File: src/store_buffer_consts.svh
`ifndef STORE_BUFFER_CONSTS_SVH
`define STORE_BUFFER_CONSTS_SVH

// physical address width as seen by the data cache
`define SB_PADDR_W 32

// store payload, one doubleword with a byte mask and a size code
`define SB_DATA_W 64
`define SB_BE_W 8
`define SB_SIZE_W 2

// the cache splits the address into tag and index, the tag takes the upper bits
`define SB_INDEX_W 12

// page offset is identical in the virtual and the physical address
`define SB_OFFSET_W 12

// loads and stores are compared at doubleword granularity
`define SB_CMP_LSB 3

// both queue depths must be powers of two so the pointers wrap on their own
`define SB_DEPTH_SPEC 4
`define SB_DEPTH_COMMIT 4

`endif
File: src/store_buffer_pkg.sv
`include "store_buffer_consts.svh"

package store_buffer_pkg;

    // cache view of an address, used when the write goes out to memory
    typedef struct packed {
        logic [`SB_PADDR_W-`SB_INDEX_W-1:0] tag;
        logic [`SB_INDEX_W-1:0]             index;
    } sb_cache_addr_t;

    // page view of the same address, the offset feeds the load hazard check
    typedef struct packed {
        logic [`SB_PADDR_W-`SB_OFFSET_W-1:0] pnum;
        logic [`SB_OFFSET_W-1:0]             offset;
    } sb_page_addr_t;

    // one address word, decoded either way depending on the consumer
    typedef union packed {
        sb_cache_addr_t cache;
        sb_page_addr_t  page;
    } sb_paddr_u;

    // a buffered store, valid marks an occupied slot (or a push on the input side)
    typedef struct packed {
        sb_paddr_u             address;
        logic [`SB_DATA_W-1:0] data;
        logic [`SB_BE_W-1:0]   be;
        logic [`SB_SIZE_W-1:0] size;
        logic                  valid;
    } sb_entry_t;

    // write request towards the data cache, held until granted
    typedef struct packed {
        logic                               data_req;
        logic [`SB_PADDR_W-`SB_INDEX_W-1:0] address_tag;
        logic [`SB_INDEX_W-1:0]             address_index;
        logic [`SB_DATA_W-1:0]              data_wdata;
        logic [`SB_BE_W-1:0]                data_be;
        logic [`SB_SIZE_W-1:0]              data_size;
    } sb_mem_req_t;

    // the grant completes the transfer, there is no separate write response
    typedef struct packed {
        logic data_gnt;
    } sb_mem_rsp_t;

endpackage

File: src/store_buffer.sv
`timescale 1ns/10ps
`include "store_buffer_consts.svh"

module store_buffer
    import store_buffer_pkg::*;
(
    input  logic                    clk_i,
    input  logic                    rst_ni,
    input  logic                    flush_i,
    input  sb_entry_t               store_i,
    input  logic                    commit_i,
    input  logic [`SB_OFFSET_W-1:0] load_offset_i,
    input  logic                    load_probe_i,
    input  sb_mem_rsp_t             mem_rsp_i,
    output logic                    ready_o,
    output logic                    commit_ready_o,
    output logic                    no_st_pending_o,
    output logic                    store_buffer_empty_o,
    output logic                    page_offset_matches_o,
    output sb_mem_req_t             mem_req_o
);

    sb_entry_t                        spec_head;
    sb_entry_t                        spec_entries [`SB_DEPTH_SPEC-1:0];
    sb_entry_t                        commit_entries [`SB_DEPTH_COMMIT-1:0];
    logic [$clog2(`SB_DEPTH_SPEC):0]   spec_count;
    logic [$clog2(`SB_DEPTH_COMMIT):0] commit_count;

    // ----------------------------------------------------------
    // queues
    // ----------------------------------------------------------
    // a commit pops the speculative head and pushes it into the commit queue on one edge
    spec_store_queue u_spec_queue (
        .clk_i     (clk_i),
        .rst_ni    (rst_ni),
        .store_i   (store_i),
        .pop_i     (commit_i),
        .flush_i   (flush_i),
        .head_o    (spec_head),
        .entries_o (spec_entries),
        .count_o   (spec_count)
    );

    commit_store_queue u_commit_queue (
        .clk_i     (clk_i),
        .rst_ni    (rst_ni),
        .push_i    (commit_i),
        .entry_i   (spec_head),
        .mem_rsp_i (mem_rsp_i),
        .mem_req_o (mem_req_o),
        .entries_o (commit_entries),
        .count_o   (commit_count)
    );

    // the incoming store address is checked as well when the load path asks for it
    page_offset_checker u_checker (
        .load_offset_i    (load_offset_i),
        .spec_entries_i   (spec_entries),
        .commit_entries_i (commit_entries),
        .probe_addr_i     (store_i.address),
        .probe_valid_i    (load_probe_i),
        .match_o          (page_offset_matches_o)
    );

    // ----------------------------------------------------------
    // status
    // ----------------------------------------------------------
    // one slot is kept spare unless a commit frees the head this cycle
    assign ready_o              = (spec_count < (`SB_DEPTH_SPEC - 1)) || commit_i;
    assign commit_ready_o       = (commit_count < `SB_DEPTH_COMMIT);
    // nothing is pending towards memory once the commit queue is empty
    assign no_st_pending_o      = (commit_count == '0);
    assign store_buffer_empty_o = (spec_count == '0) && no_st_pending_o;

endmodule

File: src/page_offset_checker.sv
`timescale 1ns/10ps
`include "store_buffer_consts.svh"

module page_offset_checker
    import store_buffer_pkg::*;
(
    input  logic [`SB_OFFSET_W-1:0] load_offset_i,
    input  sb_entry_t               spec_entries_i [`SB_DEPTH_SPEC-1:0],
    input  sb_entry_t               commit_entries_i [`SB_DEPTH_COMMIT-1:0],
    input  sb_paddr_u               probe_addr_i,
    input  logic                    probe_valid_i,
    output logic                    match_o
);

    // only the doubleword part of the offset takes part in the compare
    logic [`SB_OFFSET_W-1:`SB_CMP_LSB] load_dw;

    assign load_dw = load_offset_i[`SB_OFFSET_W-1:`SB_CMP_LSB];

    // ----------------------------------------------------------
    // offset compare
    // ----------------------------------------------------------
    // a match tells the load path to wait until the buffer has drained
    always_comb begin
        match_o = 1'b0;
        // committed stores are already on their way to memory
        for (int i = 0; i < `SB_DEPTH_COMMIT; i++) begin
            if (commit_entries_i[i].valid &&
                (commit_entries_i[i].address.page.offset[`SB_OFFSET_W-1:`SB_CMP_LSB] == load_dw)) begin
                match_o = 1'b1;
            end
        end
        // speculative stores may still be flushed but are counted as hazards too
        for (int i = 0; i < `SB_DEPTH_SPEC; i++) begin
            if (spec_entries_i[i].valid &&
                (spec_entries_i[i].address.page.offset[`SB_OFFSET_W-1:`SB_CMP_LSB] == load_dw)) begin
                match_o = 1'b1;
            end
        end
        // the store arriving this cycle is not in either queue yet
        if (probe_valid_i &&
            (probe_addr_i.page.offset[`SB_OFFSET_W-1:`SB_CMP_LSB] == load_dw)) begin
            match_o = 1'b1;
        end
    end

endmodule

File: src/commit_store_queue.sv
`timescale 1ns/10ps
`include "store_buffer_consts.svh"

module commit_store_queue
    import store_buffer_pkg::*;
(
    input  logic                             clk_i,
    input  logic                             rst_ni,
    input  logic                             push_i,
    input  sb_entry_t                        entry_i,
    input  sb_mem_rsp_t                      mem_rsp_i,
    output sb_mem_req_t                      mem_req_o,
    output sb_entry_t                        entries_o [`SB_DEPTH_COMMIT-1:0],
    output logic [$clog2(`SB_DEPTH_COMMIT):0] count_o
);

    localparam int unsigned ptr_w = $clog2(`SB_DEPTH_COMMIT);

    sb_entry_t                   mem_q [`SB_DEPTH_COMMIT-1:0];
    logic [`SB_DEPTH_COMMIT-1:0] valid_d, valid_q;
    logic [ptr_w-1:0]            rd_ptr_d, rd_ptr_q;
    logic [ptr_w-1:0]            wr_ptr_d, wr_ptr_q;
    logic [ptr_w:0]              cnt_d, cnt_q;
    logic                        retire;
    sb_entry_t                   head;

    // the write at the head completes when the cache grants an active request
    assign head   = mem_q[rd_ptr_q];
    assign retire = valid_q[rd_ptr_q] && mem_rsp_i.data_gnt;

    // ----------------------------------------------------------
    // next state
    // ----------------------------------------------------------
    always_comb begin
        valid_d  = valid_q;
        rd_ptr_d = rd_ptr_q;
        wr_ptr_d = wr_ptr_q;
        cnt_d    = cnt_q + {{ptr_w{1'b0}}, push_i} - {{ptr_w{1'b0}}, retire};
        if (retire) begin
            valid_d[rd_ptr_q] = 1'b0;
            rd_ptr_d          = rd_ptr_q + 1'b1;
        end
        // a push never lands on the head slot while it is still valid, the queue is not full
        if (push_i) begin
            valid_d[wr_ptr_q] = 1'b1;
            wr_ptr_d          = wr_ptr_q + 1'b1;
        end
    end

    always_ff @(posedge clk_i or negedge rst_ni) begin
        if (!rst_ni) begin
            valid_q  <= '0;
            rd_ptr_q <= '0;
            wr_ptr_q <= '0;
            cnt_q    <= '0;
        end else begin
            valid_q  <= valid_d;
            rd_ptr_q <= rd_ptr_d;
            wr_ptr_q <= wr_ptr_d;
            cnt_q    <= cnt_d;
        end
    end

    always_ff @(posedge clk_i) begin
        if (push_i) begin
            mem_q[wr_ptr_q] <= entry_i;
        end
    end

    // ----------------------------------------------------------
    // memory port
    // ----------------------------------------------------------
    // the head stays put until granted, so the request fields are stable by construction
    assign mem_req_o.data_req      = valid_q[rd_ptr_q];
    assign mem_req_o.address_tag   = head.address.cache.tag;
    assign mem_req_o.address_index = head.address.cache.index;
    assign mem_req_o.data_wdata    = head.data;
    assign mem_req_o.data_be       = head.be;
    assign mem_req_o.data_size     = head.size;

    always_comb begin
        for (int i = 0; i < `SB_DEPTH_COMMIT; i++) begin
            entries_o[i]       = mem_q[i];
            entries_o[i].valid = valid_q[i];
        end
    end

    assign count_o = cnt_q;

endmodule

File: src/spec_store_queue.sv
`timescale 1ns/10ps
`include "store_buffer_consts.svh"

module spec_store_queue
    import store_buffer_pkg::*;
(
    input  logic                           clk_i,
    input  logic                           rst_ni,
    input  sb_entry_t                      store_i,
    input  logic                           pop_i,
    input  logic                           flush_i,
    output sb_entry_t                      head_o,
    output sb_entry_t                      entries_o [`SB_DEPTH_SPEC-1:0],
    output logic [$clog2(`SB_DEPTH_SPEC):0] count_o
);

    localparam int unsigned ptr_w = $clog2(`SB_DEPTH_SPEC);

    // payload storage, the valid flags live in their own vector
    sb_entry_t                 mem_q [`SB_DEPTH_SPEC-1:0];
    logic [`SB_DEPTH_SPEC-1:0] valid_d, valid_q;
    logic [ptr_w-1:0]          rd_ptr_d, rd_ptr_q;
    logic [ptr_w-1:0]          wr_ptr_d, wr_ptr_q;
    logic [ptr_w:0]            cnt_d, cnt_q;
    logic                      push;

    // a valid store on the input is a push request
    assign push = store_i.valid;

    // ----------------------------------------------------------
    // next state
    // ----------------------------------------------------------
    always_comb begin
        valid_d  = valid_q;
        rd_ptr_d = rd_ptr_q;
        wr_ptr_d = wr_ptr_q;
        cnt_d    = cnt_q + {{ptr_w{1'b0}}, push} - {{ptr_w{1'b0}}, pop_i};
        if (push) begin
            valid_d[wr_ptr_q] = 1'b1;
            wr_ptr_d          = wr_ptr_q + 1'b1;
        end
        // the head leaves towards the commit queue on the same edge
        if (pop_i) begin
            valid_d[rd_ptr_q] = 1'b0;
            rd_ptr_d          = rd_ptr_q + 1'b1;
        end
        // a flush drops everything that was not committed, including a store pushed now
        if (flush_i) begin
            valid_d  = '0;
            wr_ptr_d = rd_ptr_q;
            cnt_d    = '0;
        end
    end

    always_ff @(posedge clk_i or negedge rst_ni) begin
        if (!rst_ni) begin
            valid_q  <= '0;
            rd_ptr_q <= '0;
            wr_ptr_q <= '0;
            cnt_q    <= '0;
        end else begin
            valid_q  <= valid_d;
            rd_ptr_q <= rd_ptr_d;
            wr_ptr_q <= wr_ptr_d;
            cnt_q    <= cnt_d;
        end
    end

    always_ff @(posedge clk_i) begin
        if (push) begin
            mem_q[wr_ptr_q] <= store_i;
        end
    end

    // ----------------------------------------------------------
    // outputs
    // ----------------------------------------------------------
    always_comb begin
        for (int i = 0; i < `SB_DEPTH_SPEC; i++) begin
            entries_o[i]       = mem_q[i];
            entries_o[i].valid = valid_q[i];
        end
        // the oldest uncommitted store, invalid when the queue is empty
        head_o       = mem_q[rd_ptr_q];
        head_o.valid = valid_q[rd_ptr_q];
    end

    assign count_o = cnt_q;

endmodule

File: config.mk
export PLATFORM = sky130hd
export DESIGN_NAME = store_buffer
export DESIGN_NICKNAME = d
export VERILOG_FILES = /design/src/store_buffer_pkg.sv /design/src/store_buffer.sv /design/src/page_offset_checker.sv /design/src/commit_store_queue.sv /design/src/spec_store_queue.sv
export VERILOG_INCLUDE_DIRS = /design/src
export SDC_FILE = /design/constraint.sdc
export NUM_CORES = 1
export LEC_CHECK = 0
export BUFFER_PORTS_ARGS = -buffer_cell sky130_fd_sc_hd__buf_2
export CAP_MARGIN = 20
export CORE_MARGIN = 2
export CORE_UTILIZATION = 25
export DETAILED_ROUTE_END_ITERATION = 10
export HOLD_SLACK_MARGIN = 0.02
export PLACE_DENSITY_LB_ADDON = 0.08
export SLEW_MARGIN = 20
export SYNTH_ARGS = -nofsm -noshare
export SYNTH_HDL_FRONTEND = slang
export SYNTH_SLANG_ARGS = --single-unit
File: constraint.sdc
create_clock -name clk_i -period 3.83 [get_ports clk_i]
set_clock_uncertainty 0.15 [all_clocks]
set_input_delay 1.149 -clock clk_i [delete_from_list [all_inputs] [get_ports clk_i]]
set_output_delay 1.149 -clock clk_i [all_outputs]
set_load 0.02 [all_outputs]
==> results of run 1 <==
worst min-delay path by stage:
stage / depth (start not counted) / startpoint / slack (ps) / end
after floorplan: 1 / u_spec_queue.valid_q[0] / 310 / u_spec_queue.valid_q[0]
after global placement: 1 / u_commit_queue.count_o[2] / 350 / u_commit_queue.count_o[2]
after detailed placement: 1 / u_commit_queue.count_o[2] / 360 / u_commit_queue.count_o[2]
after CTS: 1 / rst_ni / 250 / u_spec_queue.count_o[1]
after global routing: 1 / rst_ni / 280 / u_spec_queue.count_o[1]
final: 1 / rst_ni / 310 / u_spec_queue.count_o[2]
synth_stat cells:
cell type  count
edfxtp_1     848
mux4_2       213
xor2_1        70
buf_2         34
dfrtp_1       22
ha_1          21
clkbuf_1      19
inv_1         18
xnor2_1       18
nor4_1        17
nand2_1       11
and2_1         9
nand4_1        9
a21oi_1        5
o21ai_0        5
a21o_1         4
buf_4          4
o21a_1         4
buf_6          2
fa_1           2
nor2_1         2
nor2b_1        2
a41oi_1        1
and4_1         1
buf_1          1
mux2i_1        1
nand3_1        1
nor3_1         1
o21ai_1        1
or2_2          1
stage by stage:
stage | hold slack, ps | cell area (um2) | utilization (%)
final | 307 | 40300 | 31.1
after global routing | 285 | 40300 | 31.1
after CTS | 253 | 40200 | 31.0
after detailed placement | 359 | 36900 | 28.5
after global placement | 348 | 36900 | 28.5
after floorplan | 314 | 32700 | -
critical path: stages:
cell and delay, ps:
clkbuf_4 190, xor2_1 180, nor4_2 300, buf_4 160, nand4_1 100, nand2_1 90, nor2_1 60, nand2_1 100
buf_6 120
final cells by class:
class                           count  area (um2)
Antenna cell                        1        2.50
Clock buffer                      129        2650
Clock inverter                     54         489
Fill cell                       12400       89300
Inverter                           18        67.6
Multi-Input combinational cell    399        6390
Sequential cell                   870       26000
Tap cell                         1742        2180
Timing Repair Buffer              324        2490
routing by layer:
layer,vias to the layer above,share of wire (%)
li1,6424,-
met1,7908,40
met4,28,2.1
met5,-,0.20
met3,132,5.1
met2,301,53
power by group through the flow:
stage | Sequential (mW) | Clock (mW) | Combinational, mW
2_1_floorplan | 14.1 | 0 | 6.17
3_3_place_gp | 14.4 | 0 | 10.1
3_5_place_dp | 14.5 | 0 | 10.2
4_1_cts | 14.3 | 9.52 | 10.4
5_1_grt | 14.5 | 9.86 | 10.8
6_report | 14.2 | 9.14 | 9.93
cell families (layout without fill, tap and decap cells):
| group | after synthesis | in the layout | synth area share, % |
|---|---|---|---|
| buf+inv | 78 | 525 | 1.12 |
| xor+xnor | 88 | 88 | 2.36 |
| flops | 870 | 870 | 79.6 |
| other cells | 0 | 1 | 0 |
| mux | 214 | 214 | 14.7 |
| fa+ha+maj | 23 | 23 | 0.926 |
| simple gates | 54 | 54 | 0.934 |
| compound gates | 20 | 20 | 0.379 |
flip-flops by register name, summed over array words and instances, names as in the netlist:
signal and flops:
u_commit_queue.rd_ptr_q 2, u_commit_queue.wr_ptr_q 2, u_spec_queue.rd_ptr_q 2, u_spec_queue.mem_q 424
u_commit_queue.mem_q 424, u_spec_queue.wr_ptr_q 2, u_commit_queue.count_o 3, u_commit_queue.valid_q 4
u_spec_queue.valid_q 4, u_spec_queue.count_o 3
what timing repair did:
action | 4_1_cts | 5_1_grt
pin swaps | 0 | 7
setup endpoints to repair | 77 | 1
setup buffers | 7 | 0
gates cloned | 1 | 0
resized for setup | 10 | 26
==> qor.yml, run 1 <==
crit_path_end_kind: "output port"
yosys_warnings: 0
insertion_delay_ps: 690
timing.fmax_ghz: 0.266
relSlewSlack_pct: 41.6
grt_util_all_layers_pct: 12.7
routed_wirelength_um: 83800
p_clk_share_pct: 27.4
yosysUniqueCellTypes: 30
dp.final_hpwl_um: 50800
rr_endpoint: "u_commit_queue.count_o[2]"
final_cell_mix: "848 x edfxtp_1, 223 x buf_2, 213 x mux4_2, 102 x clkbuf_16, 68 x xor2_1"
clk_pin_slew_ps: 50
clock_sinks: 870
dp.cells: 3346
ys_seq_area_share_pct: 79.6
syn_nets: 1495
numCtsBuffers: 101
core_um2: 130000
drtIter0Drc: 782
avgSynthCellArea_um2: 24.3
met3_usage_pct: 3.23
ctsHoldBuffers: 0
root_buffer: "clkbuf_16"
period_needed_ps: 3760
clock_path_buffers: 3
pre_cts_ws_ps: -67.0
cts_tree: "yes"
num_rows: 132
drv_cap: 0
drv_slew: 0
ff2ff_setup_slack_ps: 790
startpoint: "load_offset_i[4]"
fin_crit_sh_pct: 98.2
antenna_found_initial: 27
ir_drop_mv: 0.464
total_power_mw: 33.3
setup_tns_ps: 0
start_util_pct: 25.2
place.gp.congestion: 0.741
crit_end: "page_offset_matches_o"
arrival_ps: 2460
hold_class: "primary input to async pin"
drive_gt1_share_pct: 38.5
setup_ws_ps: 68.3
netlist.area_leader.share_pct: 77.9
grt_pass1_wl_um: 119000
die_h_um: 366
htreeDepth: 3
hold_violations: 0
synthToLayoutAreaGrowth_pct: 23.3
worstMarginPinSlew_ps: 876
critPathMaxFanout: 8
dr_total_vias: 14800
cp-start-kind: "primary input"
firstDrtPassIters: 4
p_int_mw: 23.0
synth_seq_cells: 870
crit_type: "primary input to output port"
r2r_start: "u_commit_queue.rd_ptr_q[0]"
grt_max_degree: 64
met1_usage_pct: 14.6
nets: 1862
die_w_um: 366
setup_violations: 0
grt_pass1_vias: 16400
yosys-top-cells-area: "edfxtp_1 78%, mux4_2 15%, xor2_1 1.9%, dfrtp_1 1.7%, ha_1 0.80%"
status: "completed"
die-area_um2: 134000
cp_data_required_time_ps: 2530
syn_inst: 1347
final_common_cell: "edfxtp_1"
overflow: 0
rsz0062_at_grt: "no"
drc: 0
fin_cells: 3537
pwr-share-seq_pct: 42.8
p_leak_nw: 13.2
synth_top_area_cell: "edfxtp_1"
p_switching_mw: 10.3
io_pins: 237
pwr-share-comb_pct: 29.8
io_buffers: 233
vias_per_cell: 4.18
ant_nets: 0
r2r_cells: 10
gr-usage-met2_pct: 23.0
syn-cell-area_um2: 32700
grt.busiest_layer: "met2"
wl_per_cell_um: 23.7
switching_share_pct: 30.9
power_density_nw_per_um2: 827
(Power assumes the default switching activity.)
==> inputs of run 2 (changes only) <==
==> constraint.sdc (replaced) <==
create_clock -name clk_i -period 3.83 [get_ports clk_i]
set_clock_uncertainty 0.15 [all_clocks]
set_input_delay 0.383 -clock clk_i [delete_from_list [all_inputs] [get_ports clk_i]]
set_output_delay 0.383 -clock clk_i [all_outputs]
set_load 0.02 [all_outputs]
==> run 2 against run 1 <==
Combinational power decreased by 5.2%. Final cell count up 2.0%. Non-clock buffer count is 50 higher. Critical path depth fell by 5. Final area is 1.5% higher. Worst setup slack improved by 250 ps. Critical path type is now flop to output port. Largest cell class unchanged.
==> qor.yml, run 2 (synthesized netlist as in run 1, its figures left out) <==
status: "completed"
setup_tns_ps: 0  # unchanged
hold_class: "primary input to flop"
dp.cells: 3290  # -1.7%
vias_per_cell: 4.16  # -0.54%
overflow: 0  # unchanged
r2r_start: "u_commit_queue.rd_ptr_q[0]"
ant_nets: 0  # unchanged
num_rows: 132  # unchanged
ir_drop_mv: 0.427  # -7.8%
root_buffer: "clkbuf_16"
cp_data_required_time_ps: 3300  # +770 ps
die-area_um2: 134000  # unchanged
grt_pass1_vias: 16800  # +2.4%
hold_path.startpoint: "store_i[16]"
io_buffers: 233  # unchanged
power_density_nw_per_um2: 821  # -0.67%
dr_total_vias: 15000  # +1.5%
drv_cap: 0  # unchanged
worstMarginPinSlew_ps: 882  # +6.16 ps
io_pins: 237  # unchanged
setup_ws_ps: 319  # +250 ps
cp-start-kind: "flop"
drv_slew: 0  # unchanged
insertion_delay_ps: 700  # about the same
p_leak_nw: 13.5  # +1.9%
pre_cts_ws_ps: 686  # +753 ps
whs_path_depth: 2
clock_sinks: 870  # unchanged
wl_per_cell_um: 23.0  # -2.8%
synthToLayoutAreaGrowth_pct: 25.1
post_cts_buffers: 0  # -7
timing.fmax_ghz: 0.285  # +7.1%
grt_pass1_wl_um: 119000  # +0.17%
crit_type: "flop to output port"
relSlewSlack_pct: 41.2  # -0.41 points
rr_endpoint: "u_commit_queue.count_o[2]"
firstDrtPassIters: 4  # unchanged
fin_util_pct: 31.6  # +0.46 points
final_cell_mix: "848 x edfxtp_1, 233 x buf_2, 213 x mux4_2, 112 x dlygate4sd3_1, 108 x clkbuf_16"
rsz0062_at_grt: "no"
start_util_pct: 25.2  # unchanged
r2r_cells: 9  # -1
min_to: "u_spec_queue.mem_q[0][16]"
htreeDepth: 3  # unchanged
crit_path_end_kind: "output port"
numCtsBuffers: 106  # +5.0%
routed_wirelength_um: 83200  # -0.80%
cts_tree: "yes"
die_h_um: 366  # unchanged
grt_max_degree: 110  # +72%
final_area_um2: 40900  # +1.5%
critPathMaxFanout: 58  # +50
ff2ff_setup_slack_ps: 1150  # +360 ps
setup_violations: 0  # unchanged
nets: 1917  # +3.0%
antenna_found_initial: 12  # -56%
fin_cells: 3609  # +2.0%
drc: 0  # unchanged
arrival_ps: 2980  # +520 ps
fin_crit_sh_pct: 91.7  # -6.5 points
core_um2: 130000  # unchanged
period_needed_ps: 3510  # -250 ps
drive_gt1_share_pct: 34.8  # -3.7 points
grt_util_all_layers_pct: 12.6  # -0.054 points
place.gp.congestion: 0.722  # -2.5%
placed_area_um2: 36300  # -1.8%
drtIter0Drc: 842  # +7.7%
die_w_um: 366  # unchanged
hold_violations: 0  # unchanged
final_common_cell: "edfxtp_1"
clock_path_buffers: 3  # unchanged
dp.final_hpwl_um: 45000  # -12%
clk_pin_slew_ps: 60  # about the same
top_regs: "u_commit_queue.mem_q: 424 flops, u_spec_queue.mem_q: 424 flops"
run 2: changes by cell type in the layout (fill, tap and decap cells not counted), sizes merged:
cell	delta
clkinvlp	-1
diode	+4
dlygate4sd3	+112
clkinv	+14
bufinv	+4
inv	+3
buf	-60
clkbuf	-4
run 2: metrics by stage:
step	power [mW]	hold WS, ps
3_5_place_dp	24.3	261
4_1_cts	34.5	187
6_report	33.6	280
3_3_place_gp	24.1	259
2_1_floorplan	20.4	-62.6
5_1_grt	35.5	227
run 2: how the worst max path moves through the flow:
stage,startpoint,end,slack [ps],cells past startpoint
after floorplan,u_spec_queue.wr_ptr_q[0],u_spec_queue.mem_q[0][100],120,3
after CTS,u_commit_queue.rd_ptr_q[0],mem_req_o[40],110,4
after detailed placement,u_commit_queue.rd_ptr_q[0],mem_req_o[40],690,4
after global placement,u_commit_queue.rd_ptr_q[0],mem_req_o[40],710,4
final,u_commit_queue.rd_ptr_q[0],mem_req_o[40],320,4
after global routing,u_commit_queue.rd_ptr_q[0],mem_req_o[24],40,4
run 2: worst max-delay path, cell delays in order (launching register included):
cell and delay (ps):
dfrtp_4 430, buf_12 480, buf_6 490, mux4_2 610, buf_2 180
run 2: layout make-up:
type / count / area, um2
diodes: 5 / 12.5
clock buffers: 127 / 2780
clock inverters: 74 / 704
fillers: 12500 / 88700
inverters: 18 / 67.6
multi-input cells: 399 / 6330
flip-flops and latches: 870 / 26000
well taps: 1742 / 2180
repair buffers: 374 / 2800
run 2: where the power goes:
group	total [mW]	leakage (nW)	switching [mW]	internal (mW)
Combinational	9.41	3.69	5.71	3.70
Clock	9.94	1.72	3.95	5.98
Sequential	14.2	8.05	0.697	13.5
Total	33.6	13.5	10.4	23.2
run 2: timing repair:
action / CTS / global route
setup endpoints to repair: 38 / 0
hold buffers: 113 / 0
endpoints found under the hold margin: 463 / 0
gates resized for setup: 2 / 0
run 2: per-layer routing:
metal / vias up / GRT usage [%] / wire (um)
met1: 8018 / 15.0 / 33700
met2: 295 / 22.3 / 43500
met5: - / 0 / 63
li1: 6546 / - / -
met4: 10 / 3.85 / 1980
met3: 144 / 3.20 / 3950
==> inputs of run 3 (changes only) <==
--- a/config.mk
+++ b/config.mk
@@ -17,3 +17,4 @@
 export SYNTH_ARGS = -nofsm -noshare
 export SYNTH_HDL_FRONTEND = slang
 export SYNTH_SLANG_ARGS = --single-unit
+export TNS_END_PERCENT = 30
==> constraint.sdc (replaced) <==
create_clock -name clk_i -period 3.83 [get_ports clk_i]
set_clock_uncertainty 0.15 [all_clocks]
set_input_delay 0.383 -clock clk_i [delete_from_list [all_inputs] [get_ports clk_i]]
set_output_delay 0.383 -clock clk_i [all_outputs]
set_load 0.005 [all_outputs]
==> run 3 against run 2 <==
Fmax down 0.81%. Sequential power about the same. Global-route usage down 0.19 points. Largest power group unchanged. Non-clock buffer count up 7. Clock power down 5.9%. Via count down 0.20%. Total power down 4.7%. Count of clock-buffer cells in the layout up 2. Register-to-register slack worse by 110 ps. Sequential cell count unchanged.
==> qor.yml, run 3 (synthesized netlist as in run 1, its figures left out) <==
status: "completed"
path_cells: "buf_4 -> buf_12 -> mux4_2 -> buf_2"
wl_per_cell_um: 22.8  # -1.3%
grt_pass1_wl_um: 117000  # -1.8%
clock_path_buffers: 3  # unchanged
p_leak_nw: 13.3  # -0.86%
overflow: 0  # unchanged
start_util_pct: 25.2  # unchanged
core_um2: 130000  # unchanged
synthToLayoutAreaGrowth_pct: 24.4
cp-start-kind: "flop"
setup_violations: 0  # unchanged
die_h_um: 366  # unchanged
period_needed_ps: 3540  # +28.5 ps
crit_path_end_kind: "output port"
routed_wirelength_um: 81900  # -1.5%
relSlewSlack_pct: 35.5  # -5.7 points
nets: 1920  # +0.16%
arrival_ps: 3010  # +30 ps
crit_type: "flop to output port"
io_pins: 237  # unchanged
grt_pass1_vias: 16700  # -0.80%
io_buffers: 233  # unchanged
die-area_um2: 134000  # unchanged
grt_util_all_layers_pct: 12.4  # -0.19 points
num_rows: 132  # unchanged
drtIter0Drc: 765  # -9.1%
vias_per_cell: 4.16  # about the same
dp.final_hpwl_um: 45500  # +1.1%
cts_tree: "yes"
critPathMaxFanout: 64  # +10%
place.gp.congestion: 0.704  # -2.5%
hold_violations: 0  # unchanged
insertion_delay_ps: 700  # about the same
fin_crit_sh_pct: 92.4  # +0.74 points
timing.fmax_ghz: 0.282  # -0.81%
antenna_found_initial: 9  # -3
cpPeakStageDelay_ps: 610  # about the same
clock_sinks: 870  # unchanged
clk_pin_slew_ps: 60  # about the same
firstDrtPassIters: 6  # +2
final_cell_mix: "848 x edfxtp_1, 233 x buf_2, 213 x mux4_2, 113 x dlygate4sd3_1, 104 x clkbuf_16"
pre_cts_ws_ps: 944  # +259 ps
drv_slew: 0  # unchanged
drv_cap: 0  # unchanged
top_regs: "u_commit_queue.mem_q: 424 flops, u_spec_queue.mem_q: 424 flops"
worstMarginPinSlew_ps: 967  # +85.1 ps
grt_max_degree: 110  # unchanged
rsz0062_at_grt: "no"
root_buffer: "clkbuf_16"
post_cts_buffers: 0  # unchanged
hold_class: "primary input to flop"
power_density_nw_per_um2: 787  # -4.2%
setup_ws_ps: 290  # -28.5 ps
fin_util_pct: 31.4  # -0.18 points
htreeDepth: 3  # unchanged
ant_nets: 0  # unchanged
cp_data_required_time_ps: 3300  # about the same
dp.cells: 3297  # +0.21%
numCtsBuffers: 102  # -3.8%
drc: 0  # unchanged
die_w_um: 366  # unchanged
ir_drop_mv: 0.521  # +22%
setup_tns_ps: 0  # unchanged
fin_cells: 3599  # -0.28%
cp_slowest_cell: "mux4_2"
final_common_cell: "edfxtp_1"
drive_gt1_share_pct: 34.0  # -0.77 points
dr_total_vias: 15000  # -0.20%
## run 3: final timing paths
path	from	end	slack (ps)	cells past startpoint
worst max-delay path	u_commit_queue.rd_ptr_q[0]	mem_req_o[46]	290	4
worst min-delay path	store_i[14]	u_spec_queue.mem_q[2][14]	270	2
worst max register to register	u_commit_queue.valid_q[3]	u_commit_queue.count_o[2]	1040	9
worst min register to register	u_commit_queue.count_o[2]	u_commit_queue.count_o[2]	370	1
max in group asynchronous	rst_ni	u_spec_queue.rd_ptr_q[1]	1520	4
min in group asynchronous	rst_ni	u_commit_queue.rd_ptr_q[1]	450	3
## run 3: through the flow
stage	cell area, um2	hold WS (ps)	total power [mW]
finish	40700	272	32.0
detailed placement	36300	269	23.2
floorplan	32700	-62.6	19.4
global route	40700	228	33.8
CTS	40700	195	32.9
global placement	36300	257	23.1
## run 3: layout make-up
type,count,area [um2]
Clock buffer,129,2700
Tap cell,1742,2180
Fill cell,12400,89000
Inverter,18,67.6
Timing Repair Buffer,381,2840
Sequential cell,870,26000
Clock inverter,57,532
Multi-Input combinational cell,399,6330
Antenna cell,3,7.51
## run 3: per-layer routing
layer	wire length [um]	global-route usage, %
met1	32200	14.3
met2	43700	22.6
met5	46	0
met4	1810	3.62
met3	4130	3.18
## run 3: what timing repair did
item,CTS,global route
hold endpoints to repair,462,0
hold buffers,113,0
gates resized for setup,0,0
## run 3: worst max-delay path, delay by kind of cell, from the launching register on
kind                   cells  cell delay, ps
buffers and inverters      3             890
multiplexers               1             610
flip-flops                 1             410
## run 3: power by group
group | internal [mW] | leakage, nW | switching, mW | total [mW]
Sequential | 13.5 | 8.05 | 0.615 | 14.2
Clock | 5.51 | 1.57 | 3.84 | 9.35
Combinational | 3.69 | 3.72 | 4.81 | 8.50
